$ cat src/hdl/tagger_pkg.sv
package tagger_pkg;

    // Tag word layout, channel in the low bits and subtime above
    localparam int tag_word_width = 32;
    localparam int channel_width  = 6;
    localparam int subtime_width  = 26;
    localparam int wrap_width     = 32;
    localparam int time_width     = 64;

    // Histogram geometry
    localparam int num_bins        = 256;
    localparam int bin_index_width = 8;
    localparam int bin_count_width = 32;
    localparam int shift_width     = 5;

    // APB bus widths
    localparam int apb_addr_width = 12;
    localparam int apb_data_width = 32;

    // Register map
    localparam logic [apb_addr_width-1:0] reg_id          = 12'h000;
    localparam logic [apb_addr_width-1:0] reg_num_bins    = 12'h004;
    localparam logic [apb_addr_width-1:0] reg_config      = 12'h008;
    localparam logic [apb_addr_width-1:0] reg_control     = 12'h00C;
    localparam logic [apb_addr_width-1:0] reg_binned      = 12'h010;
    localparam logic [apb_addr_width-1:0] bin_window_base = 12'h400;

    // Field positions inside reg_config
    localparam int cfg_start_lsb = 0;
    localparam int cfg_stop_lsb  = 8;
    localparam int cfg_shift_lsb = 16;

    // Identity word returned by reg_id
    localparam int tagger_id_value = 1;

endpackage

$ cat src/hdl/start_stop_binner.sv
`timescale 1ns/1ns

module start_stop_binner
    import tagger_pkg::*;
(
    input  logic                            sys_clk,
    input  logic                            sys_clk_rst,
    input  logic                            evt_valid_i,
    input  logic signed [channel_width-1:0] evt_channel_i,
    input  logic [time_width-1:0]           evt_time_i,
    input  logic signed [channel_width-1:0] start_channel_i,
    input  logic signed [channel_width-1:0] stop_channel_i,
    input  logic [shift_width-1:0]          shift_i,
    input  logic                            clear_busy_i,
    input  logic                            inc_ready_i,
    output logic                            evt_ready_o,
    output logic                            inc_valid_o,
    output logic [bin_index_width-1:0]      inc_bin_o,
    output logic                            binned_pulse_o
);

    logic [time_width-1:0] start_time;
    logic                  start_seen;
    logic                  evt_take;
    logic                  is_start;
    logic                  is_stop;
    logic [time_width-1:0] delay;
    logic                  bin_hit;

    // Stall only while a request waits on the arbiter
    assign evt_ready_o = !inc_valid_o || inc_ready_i;
    assign evt_take    = evt_valid_i && evt_ready_o;

    // Start wins when both channels are configured the same
    assign is_start = evt_channel_i == start_channel_i;
    assign is_stop  = !is_start && (evt_channel_i == stop_channel_i);

    // Stop before start in time wraps to a huge value and falls out of range
    assign delay   = (evt_time_i - start_time) >> shift_i;
    assign bin_hit = is_stop && start_seen && (delay < time_width'(num_bins));

    // Latest start time
    always_ff @(posedge sys_clk) begin
        if (evt_take && is_start) begin
            start_time <= evt_time_i;
        end
    end

    // Start-seen flag, dropped for the whole clear
    always_ff @(posedge sys_clk) begin
        if (sys_clk_rst || clear_busy_i) begin
            start_seen <= 1'b0;
        end else if (evt_take && is_start) begin
            start_seen <= 1'b1;
        end
    end

    // Increment request held until the arbiter takes it
    always_ff @(posedge sys_clk) begin
        if (sys_clk_rst) begin
            inc_valid_o    <= 1'b0;
            binned_pulse_o <= 1'b0;
        end else begin
            binned_pulse_o <= evt_take && bin_hit;
            if (evt_take && bin_hit) begin
                inc_valid_o <= 1'b1;
            end else if (inc_ready_i) begin
                inc_valid_o <= 1'b0;
            end
        end
    end

    // Bin index of the pending request
    always_ff @(posedge sys_clk) begin
        if (evt_take && bin_hit) begin
            inc_bin_o <= delay[bin_index_width-1:0];
        end
    end

endmodule

$ cat config.mk
export PLATFORM = sky130hd
export DESIGN_NAME = start_stop_binner
export DESIGN_NICKNAME = d
export VERILOG_FILES = /design/src/hdl/tagger_pkg.sv /design/src/hdl/start_stop_binner.sv
export SDC_FILE = /design/constraint.sdc
export NUM_CORES = 1
export LEC_CHECK = 0
export BUFFER_PORTS_ARGS = -buffer_cell sky130_fd_sc_hd__buf_2
export CAP_MARGIN = 40
export CORE_UTILIZATION = 40
export DETAILED_ROUTE_END_ITERATION = 8
export PLACE_DENSITY_LB_ADDON = 0.15
export SLEW_MARGIN = 20
export SYNTH_ARGS = -nofsm -noshare
export SYNTH_HDL_FRONTEND = slang
export SYNTH_SLANG_ARGS = --single-unit
$ cat constraint.sdc
create_clock -name sys_clk -period 4.2 [get_ports sys_clk]
set_clock_uncertainty 0.1 [all_clocks]
set_input_delay 0.42 -clock sys_clk [delete_from_list [all_inputs] [get_ports sys_clk]]
set_output_delay 0.42 -clock sys_clk [all_outputs]
set_load 0.005 [all_outputs]
==> impl.org <==
** Floorplan
- The floorplan step set the die height to 164 um.
- Num ports :: 103
- Row generation in the floorplan step produced 58 rows.
- Full die area :: 26900 sq um
- Once the floorplan was initialized, standard cells occupied 41.2% of the core.
- The core region is 25500 sq um.
- Die span in x :: 164 um

** GRT
- The number of global-route vias before repair was 11500.
- Gr usage total :: 29.2%
- Initial antenna violation count :: 0
- Entering global routing, the biggest net connects 57 pins.
- Summed over all layers, the global routing overflow is 0.
- The first global-routing pass estimated 61.4 mm of wire.

** STA
- The count of final hold-check violations was 0.
- Setup violations remaining at the end of the flow were counted as 10.
- Number of pins with negative max-slew slack in the final report :: 0
- Post-route worst setup slack :: -0.254 ns
- Post-Route Hold Slack :: approximately 0.12 ns
- Fmax :: roughly 0.22 GHz
- Shortest clock period the worst path allows after layout :: 4.45 ns
- Dividing the final minimum period by the clock period gives 106%.
- Setup repair after global routing could not meet its margin everywhere.
- Max-slew headroom :: ~55%
- At the pin with the least slew margin, the transition time is 0.673 ns.

** Power
- Summed over all nets, the switching power comes to 1200 uW.
- Internal power comes to 2210 uW.
- Switching share of total power :: 35.1%
- Combinational share of power :: 48.4%
- P per Cell Area :: 219 nW/um^2
- The design draws 3410 uW.
- Worst VDD drop :: 177 uV
- Per report_power, the clock group accounts for ~27% of the total.
- Sequential share of power :: 24.4%
- Summed over all cells, the static leakage comes to 0.00661 uW.

** Critical path
- STA classifies the critical path endpoint as a flip-flop.
- Worst path bufs/invs :: 5
- Startpoint of the most critical register-to-register path :: start_time[4]
- The slowest stage of the critical path belongs to the cell mux4_1.
- STA puts the critical path data required time at roughly 4.2 ns.
- Broken down by cell family, the worst path's largest delay share belongs to compound AO/OA/AOI/OAI gates.
- Critical path depth :: 17
- In this design, the critical path's most frequently occurring cell is buf_4.
- Critical-path cell list :: inv_2, ha_4, o211ai_1, buf_4, a21oi_4, buf_6, o21ai_1, o31ai_2, xor2_1, buf_4, mux4_1, nor4_2, a22oi_2, o41ai_2, and4bb_1, nand4_2, inv_4
- Worst Path Arrival :: 4.42 ns
- Worst-path fanout max :: 8
- In this run the worst setup path terminates at inc_bin_o[3].
- The worst register-to-register path has a setup slack of -0.25 ns.
- Startpoint of the worst setup timing path :: start_time[4]
- Kind of start point of the critical path :: flip-flop
- By startpoint and endpoint, the worst setup path is classified as reg2reg.
- The worst register-to-register path has a depth of 17.
- Slowest cell delay on critical path :: 0.52 ns
- Capturing point of the worst reg2reg path :: inc_bin_o[3]

** Clock network
- Clock Root Buffer :: clkbuf_16
- After clock tree synthesis, the clock-pin slew on the worst setup and hold paths is 0.07 ns.
- The clock tree synthesis step divided the H-tree into 3 levels.
- The clock passes through at most 2 buffers.
- The number of hold buffers added after CTS was 0.
- Total clock sinks :: 75
- Number of buffers inserted during clock tree synthesis :: 9
- At the later pin of the worst-skew pair, clock insertion delay measures 0.36 ns.
- CTS tree :: built

** Cells and area
- At the end of the flow the core is filled with cells to 61.1%.
- From synthesis to final layout, the design area changed by 48.4%.
- Layout cell share with drive strength beyond 1 :: 41.3%
- Once layout is done, the placed cells without fillers occupy 15600 sq um.
- Number of nets in the finished design :: 1970
- Inserted Diodes :: 0
- The filler cells instantiated in the layout total around 2300.

** Placed design
- Place WS :: -0.837 ns
- Area post-placement :: 14000 sq um
- Count of buffers from port buffering :: 102
- Routability-driven placement finished with a final weighted congestion of 0.960.
- Detailed placement ended at an HPWL of between 30 and 40 mm.

** Logic synthesis
- Post-synthesis cell type count :: 96
- Post-synthesis register bit count :: 75
- The most used flip-flop cell after synthesis is edfxtp_1.
- Summing every instance area after synthesis gives 10500 sq um.
- Yosys warns :: 0
- The average instance in the mapped netlist occupies 7.72 sq um.
- Sequential-to-total area share from yosys stat :: between 20% and 30%
- Fraction of registers with async set or reset after synthesis :: 0%
- Nets in the synthesized netlist :: 1515
- Number of standard cells after synthesis :: 1359
- Counting flops with a built-in enable in the synthesized netlist gives 72.

** Detailed routing
- Post-DR wirelength/cell :: 18.3 um
- First-pass iteration count of the detailed router :: 6
- Wires add up to 39.3 mm.
- The first routing iteration left 1029 violations.
- Overall via count from detail_route :: 12400
- DRC violation count after routing :: 0
- Final ANT Viol Nets :: 0
- In the routed layout, each cell is associated on average with a via count of 5.77.

** Flow run
- Max-cap violations in this run came to 0.

** Min path
- The min-delay analysis places its worst path in the category in2reg.

** Run status
- Outcome :: complete, but fails checks
- The final reports fail on negative setup slack.
==> area by class of cell <==
class                           count  area, sq um  area share [%]
Inverter                           89          337            2.16
Timing Repair Buffer              527         3750            24.1
Clock buffer                       11          233            1.49
Sequential cell                    75         2220            14.3
Clock inverter                      5          101           0.651
Tap cell                          330          413            2.65
Multi-Input combinational cell   1112         8520            54.7
==> Yosys cell counts (all sizes together), types with 31 or more instances <==
cell type	count	area share [%]
inv	89	3.2
a21oi	124	6.5
o21ai	97	4.7
nand2	144	5.2
nand4	54	3.3
edfxtp	72	21
a211oi	31	2.3
ha	63	7.5
mux2i	31	3.0
nor3	45	2.2
buf	31	1.8
xnor2	38	3.2
clkbuf	52	1.9
nor2	120	4.3
==> worst min-delay path by stage <==
| stage | start | to | slack, ns | cells past startpoint |
|---|---|---|---|---|
| after floorplan | start_seen | start_seen | 0.37 | 2 |
| after global placement | start_seen | start_seen | 0.38 | 2 |
| final | clear_busy_i | start_seen | 0.12 | 2 |
| after global routing | clear_busy_i | start_seen | 0.13 | 2 |
| after CTS | clear_busy_i | start_seen | 0.12 | 2 |
| after detailed placement | start_seen | start_seen | 0.40 | 2 |
==> flip-flops by register name, summed over array words and instances (netlist names) <==
signal and flops:
start_time 64, inc_bin_o 8, binned_pulse_o 1, inc_valid_o 1, start_seen 1
==> metrics by stage <==
stage / TNS [ns] / instances
after global routing: -3.26 / 2149
after detailed placement: -8.03 / 2103
after CTS: -1.44 / 2140
after floorplan: 0 / 1359
final: -2.30 / 2149
after global placement: -6.07 / 2103
==> per-layer routing <==
layer	wire, um	GRT usage (%)	share of wire (%)	vias to the layer above
li1	-	-	-	6037
met1	19300	43.5	49	5883
met2	17300	45.6	44	440
met3	2160	2.25	5.5	37
met4	515	6.40	1.3	0
met5	0	0	0	-
==> power by group through the flow <==
stage	Combinational [uW]	Clock (uW)	Sequential (uW)
3_5_place_dp	1450	0	848
2_1_floorplan	791	0	848
6_report	1650	928	832
4_1_cts	1570	944	831
3_3_place_gp	1440	0	848
5_1_grt	1770	964	832
==> timing repair <==
item / in CTS / in global routing
resized for setup: 125 / 52
cloned: 0 / 0
setup buffers: 22 / 10
pin swaps: 53 / 29
endpoints found under the setup margin: 10 / 10
==> cells by family after synthesis <==
kind of cell | after synthesis | synth area share (%)
simple gates | 473 | 21.8
xor+xnor | 61 | 5.09
fa+ha+maj | 64 | 7.70
compound gates | 458 | 30.2
flops | 75 | 21.2
buf+inv | 172 | 6.90
mux | 56 | 7.07
==> placed cells by master, fill, tap and decap left out, drive strengths merged, types with 5 or more instances in the layout <==
master / n
o22ai: 8
nand3: 29
a21oi: 124
nand4: 54
buf: 527
or2: 15
and2: 9
o21bai: 6
nor3: 45
o32ai: 8
a31oi: 18
a211oi: 31
a221o: 6
a221oi: 10
nor2: 120
xor2: 23
and4: 11
a21o: 28
mux4: 13
inv: 89
mux2: 12
ha: 63
clkbuf: 11
xnor2: 38
a22oi: 5
o211ai: 19
edfxtp: 72
a21boi: 5
o21a: 25
mux2i: 31
o31ai: 6
nor4: 9
and3: 8
o221ai: 7
o21ai: 97
nand2: 144
nand2b: 6
Power figures use the tool's default switching activity.
