## config.mk

```make
export PLATFORM = sky130hd
export DESIGN_NAME = tag_decoder
export DESIGN_NICKNAME = d
export VERILOG_FILES = /design/src/hdl/tagger_pkg.sv /design/src/hdl/tag_decoder.sv
export SDC_FILE = /design/constraint.sdc
export NUM_CORES = 1
export LEC_CHECK = 0
export ABC_AREA = 1
export BUFFER_PORTS_ARGS = -buffer_cell sky130_fd_sc_hd__buf_2
export CAP_MARGIN = 10
export CORE_MARGIN = 2
export CORE_UTILIZATION = 43
export DETAILED_ROUTE_END_ITERATION = 8
export PLACE_DENSITY = 0.83
export SLEW_MARGIN = 30
export SYNTH_ARGS = -nofsm -noshare
export SYNTH_HDL_FRONTEND = slang
export SYNTH_SLANG_ARGS = --single-unit
```

## constraint.sdc

```tcl
create_clock -name sys_clk -period 12.6 [get_ports sys_clk]
set_clock_uncertainty 0.2 [all_clocks]
set_input_delay 0.63 -clock sys_clk [delete_from_list [all_inputs] [get_ports sys_clk]]
set_output_delay 0.63 -clock sys_clk [all_outputs]
set_load 0.01 [all_outputs]
```

## src/hdl/tagger_pkg.sv

```systemverilog
package tagger_pkg;

    // Tag word layout, channel in the low bits and subtime above
    localparam int tag_word_width = 32;
    localparam int channel_width  = 6;
    localparam int subtime_width  = 26;
    localparam int wrap_width     = 32;
    localparam int time_width     = 64;

    // Histogram geometry
    localparam int num_bins        = 256;
    localparam int bin_index_width = 8;
    localparam int bin_count_width = 32;
    localparam int shift_width     = 5;

    // APB bus widths
    localparam int apb_addr_width = 12;
    localparam int apb_data_width = 32;

    // Register map
    localparam logic [apb_addr_width-1:0] reg_id          = 12'h000;
    localparam logic [apb_addr_width-1:0] reg_num_bins    = 12'h004;
    localparam logic [apb_addr_width-1:0] reg_config      = 12'h008;
    localparam logic [apb_addr_width-1:0] reg_control     = 12'h00C;
    localparam logic [apb_addr_width-1:0] reg_binned      = 12'h010;
    localparam logic [apb_addr_width-1:0] bin_window_base = 12'h400;

    // Field positions inside reg_config
    localparam int cfg_start_lsb = 0;
    localparam int cfg_stop_lsb  = 8;
    localparam int cfg_shift_lsb = 16;

    // Identity word returned by reg_id
    localparam int tagger_id_value = 1;

endpackage

```

## src/hdl/tag_decoder.sv

```systemverilog
`timescale 1ns/1ns

module tag_decoder
    import tagger_pkg::*;
(
    input  logic                            sys_clk,
    input  logic                            sys_clk_rst,
    input  logic                            tag_valid_i,
    input  logic [tag_word_width-1:0]       tag_data_i,
    input  logic [wrap_width-1:0]           tag_wrap_i,
    input  logic                            evt_ready_i,
    output logic                            tag_ready_o,
    output logic                            evt_valid_o,
    output logic signed [channel_width-1:0] evt_channel_o,
    output logic [time_width-1:0]           evt_time_o
);

    logic [subtime_width-1:0] subtime;
    logic                     tag_take;

    // Fine time sits above the channel field
    assign subtime = tag_data_i[tag_word_width-1:channel_width];

    // Output register accepts when empty or emptying this cycle
    assign tag_ready_o = !evt_valid_o || evt_ready_i;
    assign tag_take    = tag_valid_i && tag_ready_o;

    // Valid flag of the one-entry output stage
    always_ff @(posedge sys_clk) begin
        if (sys_clk_rst) begin
            evt_valid_o <= 1'b0;
        end else if (tag_take) begin
            evt_valid_o <= 1'b1;
        end else if (evt_ready_i) begin
            evt_valid_o <= 1'b0;
        end
    end

    // Decoded payload
    always_ff @(posedge sys_clk) begin
        if (tag_take) begin
            evt_channel_o <= tag_data_i[channel_width-1:0];
            // Wrap count forms the coarse part above the subtime
            evt_time_o    <= (time_width'(tag_wrap_i) << subtime_width)
                           | time_width'(subtime);
        end
    end

endmodule

```

==> results.md, run 1 <==
Finish:
- The cell area after layout is 2940 um2.
- In the final layout, the share of cells above drive strength 1 is 0.667.
- From synthesis to final layout, the design area changed by 45.8%.
- The repair_antennas step left the layout with diodes totalling 0.
- The number of nets in the layout is 289.
- The fraction of the core area covered by cells at the end of the flow is 0.662.

Clock network:
- In this run the post-CTS setup repair buffer count came out at 0.
- The number of buffers inserted for hold repair after clock tree synthesis is 0.
- The H-tree generated during clock tree synthesis spans 3 levels.
- The clock tree from TritonCTS is built.
- The CTS buffer count is 9.
- The later pin in the worst-skew pair is clocked with a latency of 0.32 ns.
- CTS saw 65 sinks.
- Clock tree synthesis selected as its root buffer the cell clkbuf_8.
- Clock-pin slew was measured on the worst setup and hold paths at 0.06 ns.
- The maximum count of clock buffers along a single path is 2.
- The total of cells resized after clock tree synthesis is 0.

Critical path:
- The kind of end point of the critical path is an output pin.
- The number of cells on the worst reg-to-reg path is 2.
- The worst endpoint data arrival time is 1.00 ns.
- The cell at the slowest stage of the critical path is buf_2.
- In this design, the critical path's most frequently occurring cell is buf_2.
- The worst setup path is launched from an input pin.
- In this run the critical register-to-register path is launched from evt_valid_o.
- The signal on the critical path passes through buf_2 > inv_2 > nand2_2 > buf_2.
- The longest individual stage delay on the worst path is 0.14 ns.
- The category of the critical setup timing path is input pin to output pin.
- In this run the worst path has a maximum fanout of 2.
- The reg-to-reg endpoint is evt_time_o[1].
- The reg-to-reg setup timing slack is 10.89 ns.
- Data on the critical path is required at its endpoint by 11.77 ns.

Logic synthesis:
- The synthesized netlist contains 9 unique library cells.
- Synthesis inferred 65 register bits.
- Counting instances in the post-synthesis netlist gives the leading cell types as edfxtp_1 (64), buf_4 (6).
- The number of cells produced by synthesis is 77.
- The synthesized design contains 64 enable-type register cells.
- Of the post-synthesis cell area, the dominant cell type holds 0.952.
- Among all cell types in the netlist, the one instantiated most often is edfxtp_1.
- A synthesized cell averages 26.2 um2.
- The most area-hungry cell type in the Yosys netlist is edfxtp_1.
- By area the synthesized netlist is led by edfxtp_1 (95%), buf_4 (2.2%), dfxtp_1 (0.99%).
- For this run, the leading register cell type out of synthesis is edfxtp_1.
- The count of synthesis-stage warnings from yosys is 0.
- Of all flip-flops after synthesis, the portion carrying an async set or reset was 0.
- For this run, the register share of the synthesized area comes to 0.962.
- The synthesized netlist occupies a cell area of 2020 um2.

Timing:
- Derived from the worst setup path, the maximum achievable clock frequency is 545 MHz.
- The max-slew violation total from the final report is 0.
- The number of hold-slack violations in the final timing report is 0.
- The worst max-slew margin expressed relative to the limit is 0.494.
- The setup total negative slack is 0 ns.
- The final critical delay including setup and external delays is 1.83 ns.
- The final worst-path cycle share is 0.146.
- Setup repair after global routing left no endpoint under its margin.
- Setup violations remaining at the end of the flow were counted as 0.
- At the pin with the least slew margin, the transition time is 0.759 ns.
- The worst setup slack after layout is 10.77 ns.

Placement:
- In this run the cell area measured after placement is 2740 um2.
- Timing analysis after detailed placement gives a worst setup slack of 10.48 ns.
- The number of port buffers is 133.
- Routability-driven placement finished with a final weighted congestion of 0.760.

Pwr:
- The share of total power dissipated in sequential elements is 0.543.
- For this design the ratio of total power to cell area is 160 nW/um2.
- In this run the power spent charging and discharging nets is 0.0933 mW.
- VDD sags by at most 0.0000774 V.
- Of the total power, combinational logic draws 0.076.
- The part of the power in the clock network is 0.381.
- For this design the static power due to leakage is 1.29 nW.
- Of the total power, the share spent switching nets is 0.198.
- The internal portion of the total power is 0.378 mW.

Floorplanning:
- The core region is 4440 um2.
- The vertical die dimension is 72.5 um.
- In this run the core area contains 24 standard-cell rows.
- The number of placed I/O pins is 140.
- The initial core utilization is 0.454.
- The die width is 72.5 um.
- The overall die area is 5260 um2.

Drt:
- The via density per instance is 4.50.
- Detailed routing inserted a total of 1,247 vias.
- The detail route stage leaves a number of antenna-violating nets equal to 0.
- The number of iterations in the first detailed-routing pass is 4.
- For this block, the routed nets add up to 4400 um of wire.
- In the final routed layout, each cell accounts on average for 15.9 um.
- The total DRC errors in the routed layout is 0.
- The first routing iteration left 70 violations.

GRT:
- Entering global routing, the biggest net connects 65 pins.
- The via count of the first global-routing pass is 1,231.
- The overflow left after global routing is 0.
- The initial antenna violation count is 0.
- The first-pass GRT wire length is 6020 um.
- For this run, the total global-route usage over all layers was measured as 0.169.

Flow run:
- The number of max-cap violations is 0.

Run status:
- The flow ran to the end, and the final reports show no timing, DRC or antenna violations.

Min path:
- The worst hold path depth is 2.
- The tightest min-delay check is of the input pin to flop type.
- The path with the worst hold slack has its endpoint at evt_valid_o.
- The startpoint identified for the worst hold timing path is sys_clk_rst.
## worst max-delay path by stage
stage	slack, ns	endpoint	cells after the start	start
CTS	10.76	tag_ready_o	4	evt_ready_i
finish	10.77	tag_ready_o	4	evt_ready_i
floorplan	8.10	evt_channel_o[0]	2	tag_valid_i
detailed placement	10.48	evt_time_o[9]	4	tag_valid_i
global placement	10.53	evt_time_o[43]	4	tag_valid_i
global route	10.75	tag_ready_o	2	evt_valid_o
## per-layer routing
| layer | routed length [um] | share of wire | global-route usage |
|---|---|---|---|
| met4 | 125 | 0.028 | 0.117 |
| met5 | 0 | 0 | 0 |
| met3 | 569 | 0.13 | 0.0958 |
| met1 | 1380 | 0.31 | 0.150 |
| met2 | 2320 | 0.53 | 0.286 |
## state kept, by name (all words and copies together) (netlist names)
name           count
evt_channel_o      6
evt_time_o        58
evt_valid_o        1
## cell type report
| type | count | area, um2 |
|---|---|---|
| Sequential cell | 65 | 1940 |
| Fill cell | 326 | 1500 |
| Timing Repair Buffer | 134 | 673 |
| Clock buffer | 11 | 131 |
| Clock inverter | 4 | 68.8 |
| Tap cell | 52 | 65.1 |
| Multi-Input combinational cell | 9 | 53.8 |
| Inverter | 2 | 7.51 |
## worst max-delay path: cells and delay by family
family / cells / cell delay (ns)
buffers and inverters: 3 / 0.31
and+or+nand+nor: 1 / 0.06
## power groups by stage
stage          combinational (mW)  clock, mW  sequential, mW
6_report                   0.0357      0.180           0.256
5_1_grt                    0.0388      0.192           0.257
2_1_floorplan             0.00649          0           0.269
3_3_place_gp               0.0349          0           0.260
3_5_place_dp               0.0361          0           0.261
4_1_cts                    0.0361      0.184           0.256
## logic make-up (layout without fill, tap and decap cells)
group / Yosys count / after routing / share of synthesized area
flip-flops: 65 / 65 / 0.962
buffers and inverters: 8 / 151 / 0.0260
AO/OA/AOI/OAI: 2 / 2 / 0.00682
other: 1 / 6 / 0.00186
AND/OR/NAND/NOR: 1 / 1 / 0.00310
## per-stage QoR
step	total power [mW]	cells	hold slack [ns]
2_1_floorplan	0.275	82	0.342
3_3_place_gp	0.295	262	0.305
3_5_place_dp	0.297	262	0.327
4_1_cts	0.476	277	0.240
5_1_grt	0.488	277	0.243
6_report	0.471	277	0.255
## layout by cell type, fill, tap and decap left out, drive strengths merged
master / synthesis / final
a21oi: 2 / 2
buf: 6 / 134
bufinv: 0 / 2
clkbuf: 0 / 11
clkinv: 0 / 2
conb: 1 / 6
dfxtp: 1 / 1
edfxtp: 64 / 64
inv: 2 / 2
nand2: 1 / 1
Power figures use the tool's default switching activity.
==> run 2: changes to the inputs <==
--- a/config.mk
+++ b/config.mk
@@ -9,9 +9,9 @@
 export BUFFER_PORTS_ARGS = -buffer_cell sky130_fd_sc_hd__buf_2
 export CAP_MARGIN = 10
 export CORE_MARGIN = 2
-export CORE_UTILIZATION = 43
+export CORE_UTILIZATION = 36
 export DETAILED_ROUTE_END_ITERATION = 8
-export PLACE_DENSITY = 0.83
+export PLACE_DENSITY = 0.74
 export SLEW_MARGIN = 30
 export SYNTH_ARGS = -nofsm -noshare
 export SYNTH_HDL_FRONTEND = slang
==> constraint.sdc (replaced) <==
create_clock -name sys_clk -period 1.5 [get_ports sys_clk]
set_clock_uncertainty 0.2 [all_clocks]
set_input_delay 0.075 -clock sys_clk [delete_from_list [all_inputs] [get_ports sys_clk]]
set_output_delay 0.075 -clock sys_clk [all_outputs]
set_load 0.01 [all_outputs]
==> results.md, run 2 (same netlist as run 1, synthesis figures left out) <==
Run status:
- The run finished with clean final reports.

Finish:
- The net count of the finished layout is 356.
- The flip-flop count of the largest register after layout is 58.
- In the final layout, the share of cells above drive strength 1 is 0.515.
- The non-filler instance count after layout is 365.
- Counting flops per register, the top entry is evt_time_o.
- The post-synthesis to final-layout area growth is 79.0%.
- In the final layout, the registers with the most flip-flops are evt_time_o: 58 flops, evt_channel_o: 6 flops, evt_valid_o: 1 flops.
- The library cell used most frequently in the layout, excluding fill and tap cells, is buf_2.
- 0 antenna diodes ended up in the layout.
- The fraction of the core area covered by cells at the end of the flow is 0.660.
- The cell area after layout is 3610 um2.
- The number of inserted filler cells in the final layout is 414.
- Leaving out fill and tap cells, the most frequent cells in the layout are buf_2 (133), dlygate4sd3_1 (66), edfxtp_1 (64).

Drt:
- In the routed layout, each cell is associated on average with a via count of 4.06.
- The routed wire length is 5160 um.
- The number of DRC violations after detailed-routing iteration 0 is 75.
- Dividing the detail-routed wire length by the instance count gives 14.1 um.
- In this run the remaining antenna-violating nets after routing total 0.
- The vias after detailed routing is 1,482.
- The total DRC errors in the routed layout is 0.
- The first detailed-routing pass took 4 iterations.

Timing:
- The highest achievable clock rate is 727 MHz.
- The max-slew violation total from the final report is 0.
- Setup repair after global routing left no endpoint under its margin.
- The final worst-path cycle share is 0.917.
- The number of setup violations in the final report is 0.
- The number of hold-slack violations in the final timing report is 0.
- Setup slack on the critical path of the routed design comes to 0.124 ns.
- Summed over all failing endpoints, the final setup total negative slack is 0 ns.
- The routed design could run at a clock period as short as 1.38 ns.

Clock network:
- After clock tree synthesis, the clock-pin slew on the worst setup and hold paths is 0.07 ns.
- Counting along the longest clock path gives a buffer depth of 2.
- Buffers inserted during clock tree synthesis total 9.
- Clock tree synthesis found a total of 65 sinks.
- The post-CTS setup buffer count is 0.
- The number of levels in the clock H-tree is 3.
- The clock root buffer master is clkbuf_8.
- At the later pin of the worst-skew pair, clock insertion delay measures 0.33 ns.
- The clock tree from TritonCTS is built.
- The total of cells resized after clock tree synthesis is 0.
- The number of buffers inserted for hold repair after clock tree synthesis is 66.

Min path:
- The path class of the tightest hold or removal check is input pin to flop.
- For hold timing, the worst endpoint is evt_time_o[38].
- Along the worst hold path, the cell count comes to 4.
- The critical hold path startpoint is evt_ready_i.

Pwr:
- Cell internal power was estimated by the tool at 2.95 mW.
- The part of the power in the clock network is 0.311.
- In this run the power spent charging and discharging nets is 0.827 mW.
- For this design the static power due to leakage is 1.56 nW.
- The power density over the cells is 1040 nW/um2.
- Of the total power, registers draw 0.570.
- Of the total power, the share spent switching nets is 0.219.
- IR analysis of the VDD net gives a maximum drop of 0.000564 V.
- The combinational share of power is 0.120.

Placement:
- Input and output buffers added on the ports amount to 133.
- Before CTS, the worst setup slack after placement is 0.228 ns.
- The standard cell area after detailed placement is 2800 um2.
- The HPWL after detailed placement is 2930 um.
- At the end of routability-driven placement, the weighted congestion stood at 0.692.
- Including well taps, the total number of placed cells is 283.

Flow run:
- Across the run, the number of max-cap violations was 0.

Floorplanning:
- The area inside the core boundary is 5470 um2.
- The floorplan step set the die height to 78.9 um.
- The number of rows in the core area is 27.
- The initial core utilization is 0.369.
- The die covers 6220 um2.
- The number of placed I/O pins is 140.
- The die width is 78.9 um.

Critical path:
- The highest fanout seen on the critical path is 3.
- For flop-to-flop paths, the worst setup slack is 0.12 ns.
- The largest single stage delay on the critical path is 0.56 ns.
- Walking the worst path, the cells encountered are nand2_2 > a21oi_2 > dlygate4sd3_1.
- The cell depth of the worst flop-to-flop path is 3.
- The worst endpoint data arrival time is 1.44 ns.
- Together, buffers and inverters on the worst path number 1.
- The critical path in this run is classified as flop to flop.
- The worst setup path is launched from a flop.
- The cell at the slowest stage of the critical path is dlygate4sd3_1.
- The reg-to-reg endpoint is evt_valid_o.
- The gate family responsible for the most delay along the worst path is buffers and inverters.
- In this run the critical register-to-register path is launched from evt_valid_o.
- STA puts the critical path data required time at 1.57 ns.
- The kind of end point of the critical path is a flop.

GRT:
- The initial antenna violation count came to 0.
- For this run the aggregate overflow at the end of global routing stands at 0.
- The maximum number of pins on one net before global-route repair is 34.
- The via count of the first global-routing pass came to 1,584.
- The overall global routing resource usage is 0.168.
- The first global-routing pass estimated 7470 um of wire.
-- run 2: layout make-up --
class | instances | area, um2 | share of cell area
Clock inverter | 6 | 25.0 | 0.00693
Sequential cell | 65 | 1940 | 0.538
Clock buffer | 10 | 128 | 0.0353
Timing Repair Buffer | 201 | 1370 | 0.378
Inverter | 2 | 7.51 | 0.00208
Tap cell | 72 | 90.1 | 0.0249
Multi-Input combinational cell | 9 | 53.8 | 0.0149
-- run 2: worst max-delay path by stage --
stage / startpoint / endpoint / slack, ns / cells after the start
floorplan: evt_valid_o / evt_channel_o[0] / -0.57 / 1
global placement: evt_valid_o / evt_time_o[19] / 0.23 / 2
detailed placement: evt_valid_o / evt_time_o[19] / 0.23 / 2
CTS: evt_valid_o / evt_valid_o / 0.17 / 3
global route: evt_valid_o / evt_valid_o / 0.09 / 3
finish: evt_valid_o / evt_valid_o / 0.12 / 3
-- run 2: routing by layer --
metal	wire length (um)	track usage
met5	0	0
met4	99	0.0897
met3	437	0.0614
met2	2790	0.309
met1	1840	0.163
-- run 2: stage by stage --
step / hold WS (ns) / power, mW
floorplan: -0.0699 / 2.31
global placement: 0.0284 / 2.49
detailed placement: 0.0326 / 2.50
CTS: 0.141 / 3.80
global route: 0.160 / 3.93
finish: 0.155 / 3.78
-- run 2: worst reg2reg max path: stages, from the launching register on --
cell and delay, ns:
dfxtp_2 0.37, nand2_2 0.07, a21oi_2 0.12, dlygate4sd3_1 0.56
-- run 2: power by group through the flow --
stage | Combinational (mW) | Sequential [mW] | Clock, mW
after detailed placement | 0.315 | 2.19 | 0
after global routing | 0.486 | 2.16 | 1.29
after global placement | 0.309 | 2.18 | 0
after floorplan | 0.0575 | 2.25 | 0
final | 0.452 | 2.15 | 1.17
after CTS | 0.446 | 2.15 | 1.20
