==> src/hdl/tagger_pkg.sv <==
package tagger_pkg;

    // Tag word layout, channel in the low bits and subtime above
    localparam int tag_word_width = 32;
    localparam int channel_width  = 6;
    localparam int subtime_width  = 26;
    localparam int wrap_width     = 32;
    localparam int time_width     = 64;

    // Histogram geometry
    localparam int num_bins        = 256;
    localparam int bin_index_width = 8;
    localparam int bin_count_width = 32;
    localparam int shift_width     = 5;

    // APB bus widths
    localparam int apb_addr_width = 12;
    localparam int apb_data_width = 32;

    // Register map
    localparam logic [apb_addr_width-1:0] reg_id          = 12'h000;
    localparam logic [apb_addr_width-1:0] reg_num_bins    = 12'h004;
    localparam logic [apb_addr_width-1:0] reg_config      = 12'h008;
    localparam logic [apb_addr_width-1:0] reg_control     = 12'h00C;
    localparam logic [apb_addr_width-1:0] reg_binned      = 12'h010;
    localparam logic [apb_addr_width-1:0] bin_window_base = 12'h400;

    // Field positions inside reg_config
    localparam int cfg_start_lsb = 0;
    localparam int cfg_stop_lsb  = 8;
    localparam int cfg_shift_lsb = 16;

    // Identity word returned by reg_id
    localparam int tagger_id_value = 1;

endpackage

==> src/hdl/tagger_regs.sv <==
`timescale 1ns/1ns

module tagger_regs
    import tagger_pkg::*;
(
    input  logic                            sys_clk,
    input  logic                            sys_clk_rst,
    input  logic                            psel_i,
    input  logic                            penable_i,
    input  logic                            pwrite_i,
    input  logic [apb_addr_width-1:0]       paddr_i,
    input  logic [apb_data_width-1:0]       pwdata_i,
    input  logic                            binned_pulse_i,
    input  logic                            rd_done_i,
    input  logic [bin_count_width-1:0]     rd_count_i,
    input  logic                            clear_busy_i,
    output logic [apb_data_width-1:0]       prdata_o,
    output logic                            pready_o,
    output logic                            pslverr_o,
    output logic signed [channel_width-1:0] start_channel_o,
    output logic signed [channel_width-1:0] stop_channel_o,
    output logic [shift_width-1:0]          shift_o,
    output logic                            rd_req_o,
    output logic [bin_index_width-1:0]      rd_bin_o,
    output logic                            clear_start_o
);

    logic                      setup;
    logic                      in_window;
    logic                      win_read;
    logic                      mapped;
    logic [apb_data_width-1:0] rd_value;
    logic [apb_data_width-1:0] binned_count;

    // Decode in the setup phase so pready rises in the first access cycle
    assign setup     = psel_i && !penable_i;
    assign in_window = (paddr_i >= bin_window_base)
                     && (paddr_i < bin_window_base + 4 * num_bins);
    assign win_read  = in_window && !pwrite_i;

    // Register read mux, unmapped addresses read zero
    always_comb begin
        rd_value = '0;
        mapped   = 1'b1;
        case (paddr_i)
            reg_id:       rd_value = apb_data_width'(tagger_id_value);
            reg_num_bins: rd_value = apb_data_width'(num_bins);
            reg_config: begin
                rd_value[cfg_start_lsb +: channel_width] = start_channel_o;
                rd_value[cfg_stop_lsb +: channel_width]  = stop_channel_o;
                rd_value[cfg_shift_lsb +: shift_width]   = shift_o;
            end
            reg_control:  rd_value[0] = clear_busy_i;
            reg_binned:   rd_value = binned_count;
            default:      mapped = 1'b0;
        endcase
    end

    // APB completion, configuration and clear request
    always_ff @(posedge sys_clk) begin
        if (sys_clk_rst) begin
            pready_o        <= 1'b0;
            pslverr_o       <= 1'b0;
            rd_req_o        <= 1'b0;
            clear_start_o   <= 1'b0;
            start_channel_o <= '0;
            stop_channel_o  <= '0;
            shift_o         <= '0;
        end else begin
            pready_o      <= 1'b0;
            clear_start_o <= 1'b0;
            if (setup && win_read) begin
                // Bin read waits for the arbiter
                rd_req_o <= 1'b1;
            end else if (setup) begin
                pready_o  <= 1'b1;
                pslverr_o <= !mapped;
                if (pwrite_i && paddr_i == reg_config) begin
                    start_channel_o <= pwdata_i[cfg_start_lsb +: channel_width];
                    stop_channel_o  <= pwdata_i[cfg_stop_lsb +: channel_width];
                    shift_o         <= pwdata_i[cfg_shift_lsb +: shift_width];
                end
                if (pwrite_i && paddr_i == reg_control) begin
                    clear_start_o <= pwdata_i[0];
                end
            end
            if (rd_done_i) begin
                rd_req_o  <= 1'b0;
                pready_o  <= 1'b1;
                pslverr_o <= 1'b0;
            end
        end
    end

    // Read data and bin index
    always_ff @(posedge sys_clk) begin
        if (setup) begin
            prdata_o <= pwrite_i ? '0 : rd_value;
            rd_bin_o <= paddr_i[2 +: bin_index_width];
        end else if (rd_done_i) begin
            prdata_o <= rd_count_i;
        end
    end

    // Stop tags that landed in a bin, zero while clearing
    always_ff @(posedge sys_clk) begin
        if (sys_clk_rst || clear_busy_i) begin
            binned_count <= '0;
        end else if (binned_pulse_i) begin
            binned_count <= binned_count + 1'b1;
        end
    end

endmodule

==> config.mk <==
export PLATFORM = sky130hd
export DESIGN_NAME = tagger_regs
export DESIGN_NICKNAME = d
export VERILOG_FILES = /design/src/hdl/tagger_pkg.sv /design/src/hdl/tagger_regs.sv
export SDC_FILE = /design/constraint.sdc
export NUM_CORES = 1
export LEC_CHECK = 0
export ABC_CLOCK_PERIOD_IN_PS = 1810
export BUFFER_PORTS_ARGS = -buffer_cell sky130_fd_sc_hd__buf_2
export CAP_MARGIN = 10
export CORE_MARGIN = 3
export CORE_UTILIZATION = 40
export CTS_BUF_LIST = sky130_fd_sc_hd__clkbuf_2
export DETAILED_ROUTE_END_ITERATION = 8
export HOLD_SLACK_MARGIN = 0.03
export PLACE_DENSITY = 0.69
export SLEW_MARGIN = 20
export SYNTH_ARGS = -nofsm -noshare
export SYNTH_HDL_FRONTEND = slang
export SYNTH_SLANG_ARGS = --single-unit
==> constraint.sdc <==
create_clock -name sys_clk -period 1.81 [get_ports sys_clk]
set_input_delay 0.362 -clock sys_clk [delete_from_list [all_inputs] [get_ports sys_clk]]
set_output_delay 0.362 -clock sys_clk [all_outputs]
set_load 0.005 [all_outputs]
==> metrics.txt, run 1 <==
crit end category=register; Starting Density=0.422; placed cell count=712; post-synthesis cell area=0.00424 mm2; Final Util=0.580; Tot Pwr=3.80 mW; fin crit share=0.982; status=completed; die area=0.0119 mm2; VDD IR max=0.000449 V; fill count=894; top cells by area, synth=edfxtp_1, dfxtp_1, nand4_1; WL final=12800 um; first drt pass iteration count=6; top_reg_cell synth=dfxtp_1; vias in the first global route=4017; share of flip-flops with an asynchronous set or reset=0; Hold Crit Class=in -> reg; startpoint types=register; Total Nets Final=699; Post-synth top cells=dfxtp_1, edfxtp_1, o21ai_0, a21oi_1, nand4_1; share of cells above drive strength 1=0.383; GR Overflow Total=0; Core Box Area=0.0100 mm2; synthesis-to-finish area growth=37.6%; FF+latch area=0.00228 mm2; largest net degree at the start of global routing=33; Critical Path AT=2.28 ns; initial antenna violation count=1; synthesized flop and latch total=93; count leader, synth=dfxtp_1; initial DRC count=338; clk_skew=0.0203 ns; Slew Viols, Final=0; Die X=109 um; syn nets=510; number of CTS-inserted buffers=9; Max Fclk=562 MHz; Cell Rows=36; routed len/inst=17.0 um; post-synthesis cell type with the largest combined area=edfxtp_1; LEAKAGE=2.32 nW; critical path class=reg -> reg; Max Cap Violations=0; Final setup viols=0; slew margin rel.=0.334; Clk Latency, worst-skew pair=0.55 ns; Worst EP required=2.31 ns; Port Buffers=129; clk sinks=93; Min Clock Period, post-route=1.78 ns; residual DRC count=0; CTS root buffer=clkbuf_2; Post-synth EDFFs=40; Reg clk slew, reported paths=0.26 ns; Vias=4255; I/O Pins=145; PD cells=653 mW/mm2; Final ANT Viol Nets=0; CTS tree=done; Max clock buf depth=2; Mapped Cells=425; multi-input logic area=0.00187 mm2; All-Layer GR Usage=0.216; Avg Cell Area, Syn=9.97 um2; Finished Layout Cells=753; total number of yosys warnings=0; Fin. Hold Viols=0; die height=109 um; Synth top area share=0.284; Distinct cells, synth=41; Via density=5.65; H-tree levels=3; sequential area share after synthesis=0.534; first-pass GRT wire length=19900 um; Placer Congestion=0.837; Worst Max-Slew Pin Slew=0.995 ns; CP Max Fanout=5; HPWL after DPL=9470 um
[layout make-up]
cell class | count | share of cell area
diodes | 1 | 0.000429
clock buffers | 9 | 0.00773
clock inverters | 7 | 0.0129
inverters | 7 | 0.00451
multi-input cells | 292 | 0.321
flip-flops and latches | 93 | 0.391
well taps | 133 | 0.0285
repair buffers | 211 | 0.234
[logic make-up after synthesis]
group | Yosys count | share of synthesized area
xor gates and xnor gates | 10 | 0.0207
buffers and inverters | 40 | 0.0375
DFF | 93 | 0.534
and+or+nand+nor | 150 | 0.210
AOI/OAI and AO/OA | 126 | 0.183
muxes | 5 | 0.0118
adders and majority gates | 1 | 0.00295
[state kept, by name (all words and copies together), names as in the netlist]
name and flops:
rd_req_o 1, shift_o 5, stop_channel_o 6, start_channel_o 6
binned_count 32, pslverr_o 1, pready_o 1, clear_start_o 1
rd_bin_o 8, prdata_o 32
[cell usage in the layout, fill, tap and decap left out, types with 3 or more instances in the layout]
| cell | count |
|---|---|
| a21oi_1 | 37 |
| a22o_1 | 15 |
| a22oi_1 | 15 |
| and2_1 | 5 |
| and3_1 | 5 |
| and4_2 | 3 |
| buf_12 | 4 |
| buf_2 | 129 |
| buf_4 | 56 |
| clkbuf_2 | 9 |
| dfxtp_1 | 41 |
| dfxtp_2 | 12 |
| dlygate4sd3_1 | 22 |
| edfxtp_1 | 40 |
| inv_1 | 7 |
| mux2i_1 | 5 |
| nand2_1 | 27 |
| nand2b_1 | 4 |
| nand3_1 | 8 |
| nand4_1 | 32 |
| nor2_1 | 14 |
| nor3_1 | 4 |
| nor4_1 | 3 |
| o21ai_0 | 36 |
| o21ai_1 | 3 |
| o31ai_1 | 13 |
| or3_1 | 5 |
| or4_1 | 14 |
| or4_4 | 3 |
| xnor2_1 | 6 |
| xor2_1 | 4 |
[path summary, 6_finish.rpt]
kind	from	to	slack, ns	depth (start not counted)
worst max-delay path	binned_count[17]	binned_count[26]	0.03	4
worst min-delay path	rd_count_i[1]	prdata_o[1]	0.08	3
worst max register to register	binned_count[17]	binned_count[26]	0.03	4
worst min register to register	binned_count[29]	binned_count[29]	0.50	2
[routing by layer]
layer / GRT usage / part of all wire
met4: 0.0730 / 0.019
met1: 0.291 / 0.42
met2: 0.354 / 0.48
met5: 0 / 0
met3: 0.0343 / 0.081
[critical path, stage by stage, from the launching register on]
cell and delay (ns):
dfxtp_2 0.42, nand4_4 0.14, or3_2 0.54, or4_1 0.48
a21oi_1 0.16
[repair_timing]
item / in CTS / in global routing
endpoints found under the setup margin: 0 / 23
resized for setup: 0 / 27
hold buffers: 21 / 1
setup buffers: 0 / 2
endpoints found under the hold margin: 23 / 1
[power breakdown]
part	switching, mW	leakage [nW]	internal [mW]
sequential	0.0220	0.830	2.30
clock	0.729	0.0662	0.323
combinational	0.214	1.43	0.221
total	0.965	2.32	2.84
[through the flow]
stage	hold slack (ns)	TNS (ns)	cell area, um2	setup WS [ns]
final	0.0770	0	5830	0.0320
after global placement	0.466	-2.64	5410	-0.154
after floorplan	0.439	-0.0798	4240	-0.00516
after detailed placement	0.477	-4.09	5410	-0.221
after CTS	0.0400	0	5740	0.00315
after global routing	0.0321	-0.000923	5830	-0.000923
No activity file was read; power rests on OpenSTA's default activity.
==> run 2: changes to the inputs <==
==> constraint.sdc (replaced) <==
create_clock -name sys_clk -period 1.81 [get_ports sys_clk]
set_input_delay 0.0905 -clock sys_clk [delete_from_list [all_inputs] [get_ports sys_clk]]
set_output_delay 0.0905 -clock sys_clk [all_outputs]
set_load 0.005 [all_outputs]
==> metrics.txt, run 2 (synthesized netlist as in run 1, its figures left out) <==
Placer Congestion=0.879 (was 0.837); critical path class=reg -> reg (unchanged); share of cells above drive strength 1=0.338 (was 0.383); largest net degree at the start of global routing=33 (unchanged); Cell Rows=36 (unchanged); FF-to-FF path depth=4 (unchanged); top flop regs=binned_count x32, prdata_o x32, rd_bin_o x8 (unchanged); WHS Path Cells=4 (was 3); Via density=5.57 (was 5.65); die height=109 um (unchanged); I/O Pins=145 (unchanged); Final Util=0.618 (was 0.580); crit end category=register (unchanged); PD cells=649 mW/mm2 (was 653 mW/mm2); number of CTS-inserted buffers=9 (unchanged); Worst Max-Slew Pin Slew=0.526 ns (was 0.995 ns); Die X=109 um (unchanged); Min Clock Period, post-route=1.79 ns (was 1.78 ns); Hold Crit Class=in -> reg (unchanged); Reg clk slew, reported paths=0.26 ns (about the same); Critical Path AT=2.29 ns (was 2.28 ns); status=completed (unchanged); Highest Signal Layer=met4 (unchanged); worst setup margin=0.0174 ns (was 0.0320 ns); initial antenna violation count=0 (was 1); hold path startpoint=penable_i (was rd_count_i[1]); CTS root buffer=clkbuf_2 (unchanged); Max Cap Violations=0 (unchanged); CP Max Fanout=5 (unchanged); CTS tree=done (unchanged); startpoint types=register (unchanged); FF-to-FF Start=binned_count[15] (was binned_count[17]); Setup TNS=0 ns (unchanged); Fin. Hold Viols=0 (unchanged); Max Fclk=558 MHz (was 562 MHz); LEAKAGE=2.49 nW (was 2.32 nW); Worst EP required=2.30 ns (was 2.31 ns); initial DRC count=328 (was 338); Hold EP=prdata_o[0] (was prdata_o[1]); Port Buffers=129 (unchanged); r2r endpoint=binned_count[28] (was binned_count[26]); Routed met3 length=989 um (was 1040 um); Final ANT Viol Nets=0 (unchanged); HPWL after DPL=9080 um (was 9470 um); fill count=790 (was 894); first-pass GRT wire length=21200 um (was 19900 um); WL final=13500 um (was 12800 um); Total Nets Final=737 (was 699); most frequent cells in the layout=buf_2, dlygate4sd3_1, buf_4, dfxtp_1, edfxtp_1 (was buf_2, buf_4, dfxtp_1, edfxtp_1, a21oi_1); Starting Density=0.422 (unchanged); Core Box Area=0.0100 mm2 (unchanged); Clk Latency, worst-skew pair=0.54 ns (was 0.55 ns); die area=0.0119 mm2 (unchanged); residual DRC count=0 (unchanged); Final setup viols=0 (unchanged); pre-CTS WS=0.0594 ns (was -0.221 ns); multi-input logic area=0.00185 mm2 (was 0.00187 mm2); Slew Viols, Final=0 (unchanged); final design instance area without fill=0.00621 mm2 (was 0.00583 mm2); All-Layer GR Usage=0.229 (was 0.216); Antenna Diode Count=0 (was 1); first drt pass iteration count=5 (was 6); clk_skew=0.0385 ns (was 0.0203 ns); FF+latch area=0.00228 mm2 (about the same); M1 WL=5730 um (was 5390 um); GR Overflow Total=0 (unchanged); Max clock buf depth=2 (unchanged); synthesis-to-finish area growth=46.6% (was 37.6%); Placed Area=0.00531 mm2 (was 0.00541 mm2); routed len/inst=17.1 um (was 17.0 um); VDD IR max=0.000311 V (was 0.000449 V); Vias=4397 (was 4255); clk sinks=93 (unchanged); commonest non-fill, non-tap cell in the layout=buf_2 (unchanged); Tot Pwr=4.03 mW (was 3.80 mW); vias in the first global route=4159 (was 4017); slew margin rel.=0.649 (was 0.334); worst reg2reg setup slack=0.02 ns (was 0.03 ns); H-tree levels=3 (unchanged); fin crit share=0.990 (was 0.982); Met2 Wirelength=6430 um (was 6150 um)
## run 2: changes by cell type in the layout (fill, tap and decap cells not counted), sizes merged
| cell | delta |
|---|---|
| dlygate4sd3 | +48 |
| buf | -10 |
| clkinv | -2 |
| bufinv | +1 |
| clkbuf | +1 |
| clkinvlp | -1 |
| diode | -1 |
| inv | +1 |
## run 2: worst max path at each step
stage                            end              from  cells past startpoint
floorplan           binned_count[28]  binned_count[15]                      4
global placement    binned_count[28]  binned_count[17]                      4
detailed placement  binned_count[28]  binned_count[17]                      4
CTS                 binned_count[31]  binned_count[26]                      4
global route        binned_count[28]  binned_count[15]                      4
finish              binned_count[28]  binned_count[15]                      4
## run 2: report_power, final
group	internal, mW	leakage, nW	switching, mW
clock	0.475	0.0831	0.733
sequential	2.29	0.830	0.0229
combinational	0.273	1.57	0.228
## run 2: final cells by class
class | count | area share
Multi-Input combinational cell | 292 | 0.299
Inverter | 7 | 0.00423
Sequential cell | 93 | 0.367
Clock buffer | 10 | 0.00806
Timing Repair Buffer | 249 | 0.280
Tap cell | 133 | 0.0268
Clock inverter | 6 | 0.0151
## run 2: critical path, cell delays in order (launching register included)
cell,delay (ns)
dfxtp_2,0.42
nand4_4,0.11
or4_4,0.55
or4_1,0.49
a21oi_1,0.16
## run 2: routing by layer
| layer | global-route usage | vias to the layer above |
|---|---|---|
| li1 | - | 2078 |
| met1 | 0.295 | 2086 |
| met2 | 0.382 | 199 |
| met3 | 0.0491 | 34 |
| met4 | 0.0803 | 0 |
| met5 | 0 | - |
## run 2: per-stage QoR
| step | cells | hold slack [ns] |
|---|---|---|
| 6_report | 790 | 0.0851 |
| 5_1_grt | 790 | 0.0637 |
| 4_1_cts | 791 | 0.0458 |
| 3_5_place_dp | 704 | 0.284 |
| 3_3_place_gp | 704 | 0.284 |
| 2_1_floorplan | 425 | 0.167 |
## run 2: what timing repair did
action | 4_1_cts | 5_1_grt
endpoints found under the hold margin | 69 | 0
buffers inserted | 0 | 0
gates resized for setup | 0 | 26
hold buffers | 71 | 0
setup endpoints to repair | 0 | 28
==> run 3: changes to the inputs <==
==> constraint.sdc (replaced) <==
create_clock -name sys_clk -period 1.81 [get_ports sys_clk]
set_input_delay 0.181 -clock sys_clk [delete_from_list [all_inputs] [get_ports sys_clk]]
set_output_delay 0.181 -clock sys_clk [all_outputs]
set_load 0.005 [all_outputs]
==> metrics.txt, run 3 (synthesized netlist as in run 1, its figures left out) <==
total internal power=3.15 mW (was 3.04 mW); Vias=4485 (was 4397); placed cell count=708 (was 704); Min Clock Period, post-route=1.78 ns (was 1.79 ns); critical path class=reg -> reg (unchanged); initial DRC count=347 (was 328); first drt pass iteration count=7 (was 5); RSZ-0062 raised after global routing=true; synthesis-to-finish area growth=46.9% (was 46.6%); share of cells above drive strength 1=0.343 (was 0.338); Starting Density=0.422 (unchanged); Critical Path AT=2.28 ns (was 2.29 ns); clk sinks=93 (unchanged); Final setup viols=0 (unchanged); FF+latch area=0.00228 mm2 (about the same); Max clock buf depth=2 (unchanged); crit end category=register (unchanged); Reg clk slew, reported paths=0.23 ns (was 0.26 ns); HPWL after DPL=9260 um (was 9080 um); Core Box Area=0.0100 mm2 (unchanged); largest net degree at the start of global routing=33 (unchanged); CP Max Fanout=4 (was 5); Cell Rows=36 (unchanged); Placer Congestion=0.857 (was 0.879); H-tree levels=3 (unchanged); Total Nets Final=739 (was 737); routed len/inst=17.2 um (was 17.1 um); sw frac=0.234 (was 0.244); vias in the first global route=4214 (was 4159); Port Buffers=129 (unchanged); CTS root buffer=clkbuf_2 (unchanged); LEAKAGE=2.49 nW (about the same); VDD IR max=0.000341 V (was 0.000311 V); CTS tree=done (unchanged); die height=109 um (unchanged); first-pass GRT wire length=20800 um (was 21200 um); Slew Viols, Final=0 (unchanged); Via density=5.66 (was 5.57); Worst Max-Slew Pin Slew=0.591 ns (was 0.526 ns); Hold Crit Class=in -> reg (unchanged); clock power share=0.315 (was 0.300); fill count=788 (was 790); fin crit share=0.981 (was 0.990); initial antenna violation count=0 (unchanged); most frequent cells in the layout=buf_2, dlygate4sd3_1, buf_4, dfxtp_1, edfxtp_1 (unchanged); clk_skew=0.0199 ns (was 0.0385 ns); top flop regs=binned_count x32, prdata_o x32, rd_bin_o x8 (unchanged); part of the power in registers=0.564 (was 0.575); slew margin rel.=0.605 (was 0.649); GR Overflow Total=0 (unchanged); Fin. Hold Viols=0 (unchanged); Clk Latency, worst-skew pair=0.57 ns (was 0.54 ns); WL final=13700 um (was 13500 um); Final Util=0.619 (was 0.618); Finished Layout Cells=793 (was 790); die area=0.0119 mm2 (unchanged); Max Cap Violations=0 (unchanged); status=completed (unchanged); commonest non-fill, non-tap cell in the layout=buf_2 (unchanged); Die X=109 um (unchanged); number of CTS-inserted buffers=9 (unchanged); Final ANT Viol Nets=0 (unchanged); startpoint types=register (unchanged); All-Layer GR Usage=0.228 (was 0.229); PD cells=661 mW/mm2 (was 649 mW/mm2); Max Fclk=563 MHz (was 558 MHz); I/O Pins=145 (unchanged); Worst EP required=2.32 ns (was 2.30 ns); residual DRC count=0 (unchanged); Logic pwr share=0.121 (was 0.124); NetSw=0.964 mW (was 0.984 mW); multi-input logic area=0.00184 mm2 (was 0.00185 mm2)
[run 3: final timing paths]
check	from	endpoint	slack [ns]	cells after the start
max	binned_count[24]	binned_count[31]	0.03	4
min	paddr_i[0]	pslverr_o	0.08	5
max reg2reg	binned_count[24]	binned_count[31]	0.03	4
min reg2reg	binned_count[31]	binned_count[31]	0.50	2
[run 3: per-stage QoR]
stage / total power, mW / hold slack [ns] / setup slack (ns) / TNS (ns) / instance area, um2
after floorplan: 2.52 / 0.258 / 0.0790 / 0 / 4240
after global placement: 2.73 / 0.374 / 0.0726 / 0 / 5340
after detailed placement: 2.74 / 0.379 / 0.0574 / 0 / 5340
after CTS: 4.13 / 0.0396 / 0.00323 / 0 / 6170
after global routing: 4.25 / 0.0683 / -0.0242 / -0.0495 / 6220
final: 4.11 / 0.0753 / 0.0336 / 0 / 6220
[run 3: worst max-delay path, cell delays in order, from the launching register on]
cell and delay [ns]:
dfxtp_1 0.39, nand4_2 0.14, or4_4 0.58, or4_1 0.48, a21oi_1 0.14
[run 3: metal layers]
layer / global-route usage / vias up / share of wire
met5: 0 / - / 0
met2: 0.383 / 245 / 0.48
met4: 0.0929 / 0 / 0.031
met3: 0.0468 / 50 / 0.088
met1: 0.285 / 2096 / 0.40
li1: - / 2094 / -
[run 3: layout make-up]
cell class / count / share of cell area
sequential: 93 / 0.366
multi-input combinational: 292 / 0.296
timing repair buffer: 251 / 0.281
tap: 133 / 0.0267
clock inverter: 7 / 0.0183
clock buffer: 9 / 0.00724
inverter: 7 / 0.00422
antenna: 1 / 0.000402
[run 3: power by group through the flow]
stage	clock network (mW)	registers, mW	logic (mW)
after detailed placement	0	2.36	0.375
after global routing	1.38	2.33	0.541
after CTS	1.32	2.32	0.486
after floorplan	0	2.38	0.136
final	1.30	2.32	0.498
after global placement	0	2.36	0.369
[run 3: what timing repair did]
action | in CTS | in global routing
hold buffers | 67 | 0
hold endpoints to repair | 67 | 0
cloned | 0 | 0
endpoints found under the setup margin | 1 | 10
pin swaps | 0 | 1
gates resized for setup | 3 | 17
buffers inserted | 0 | 1
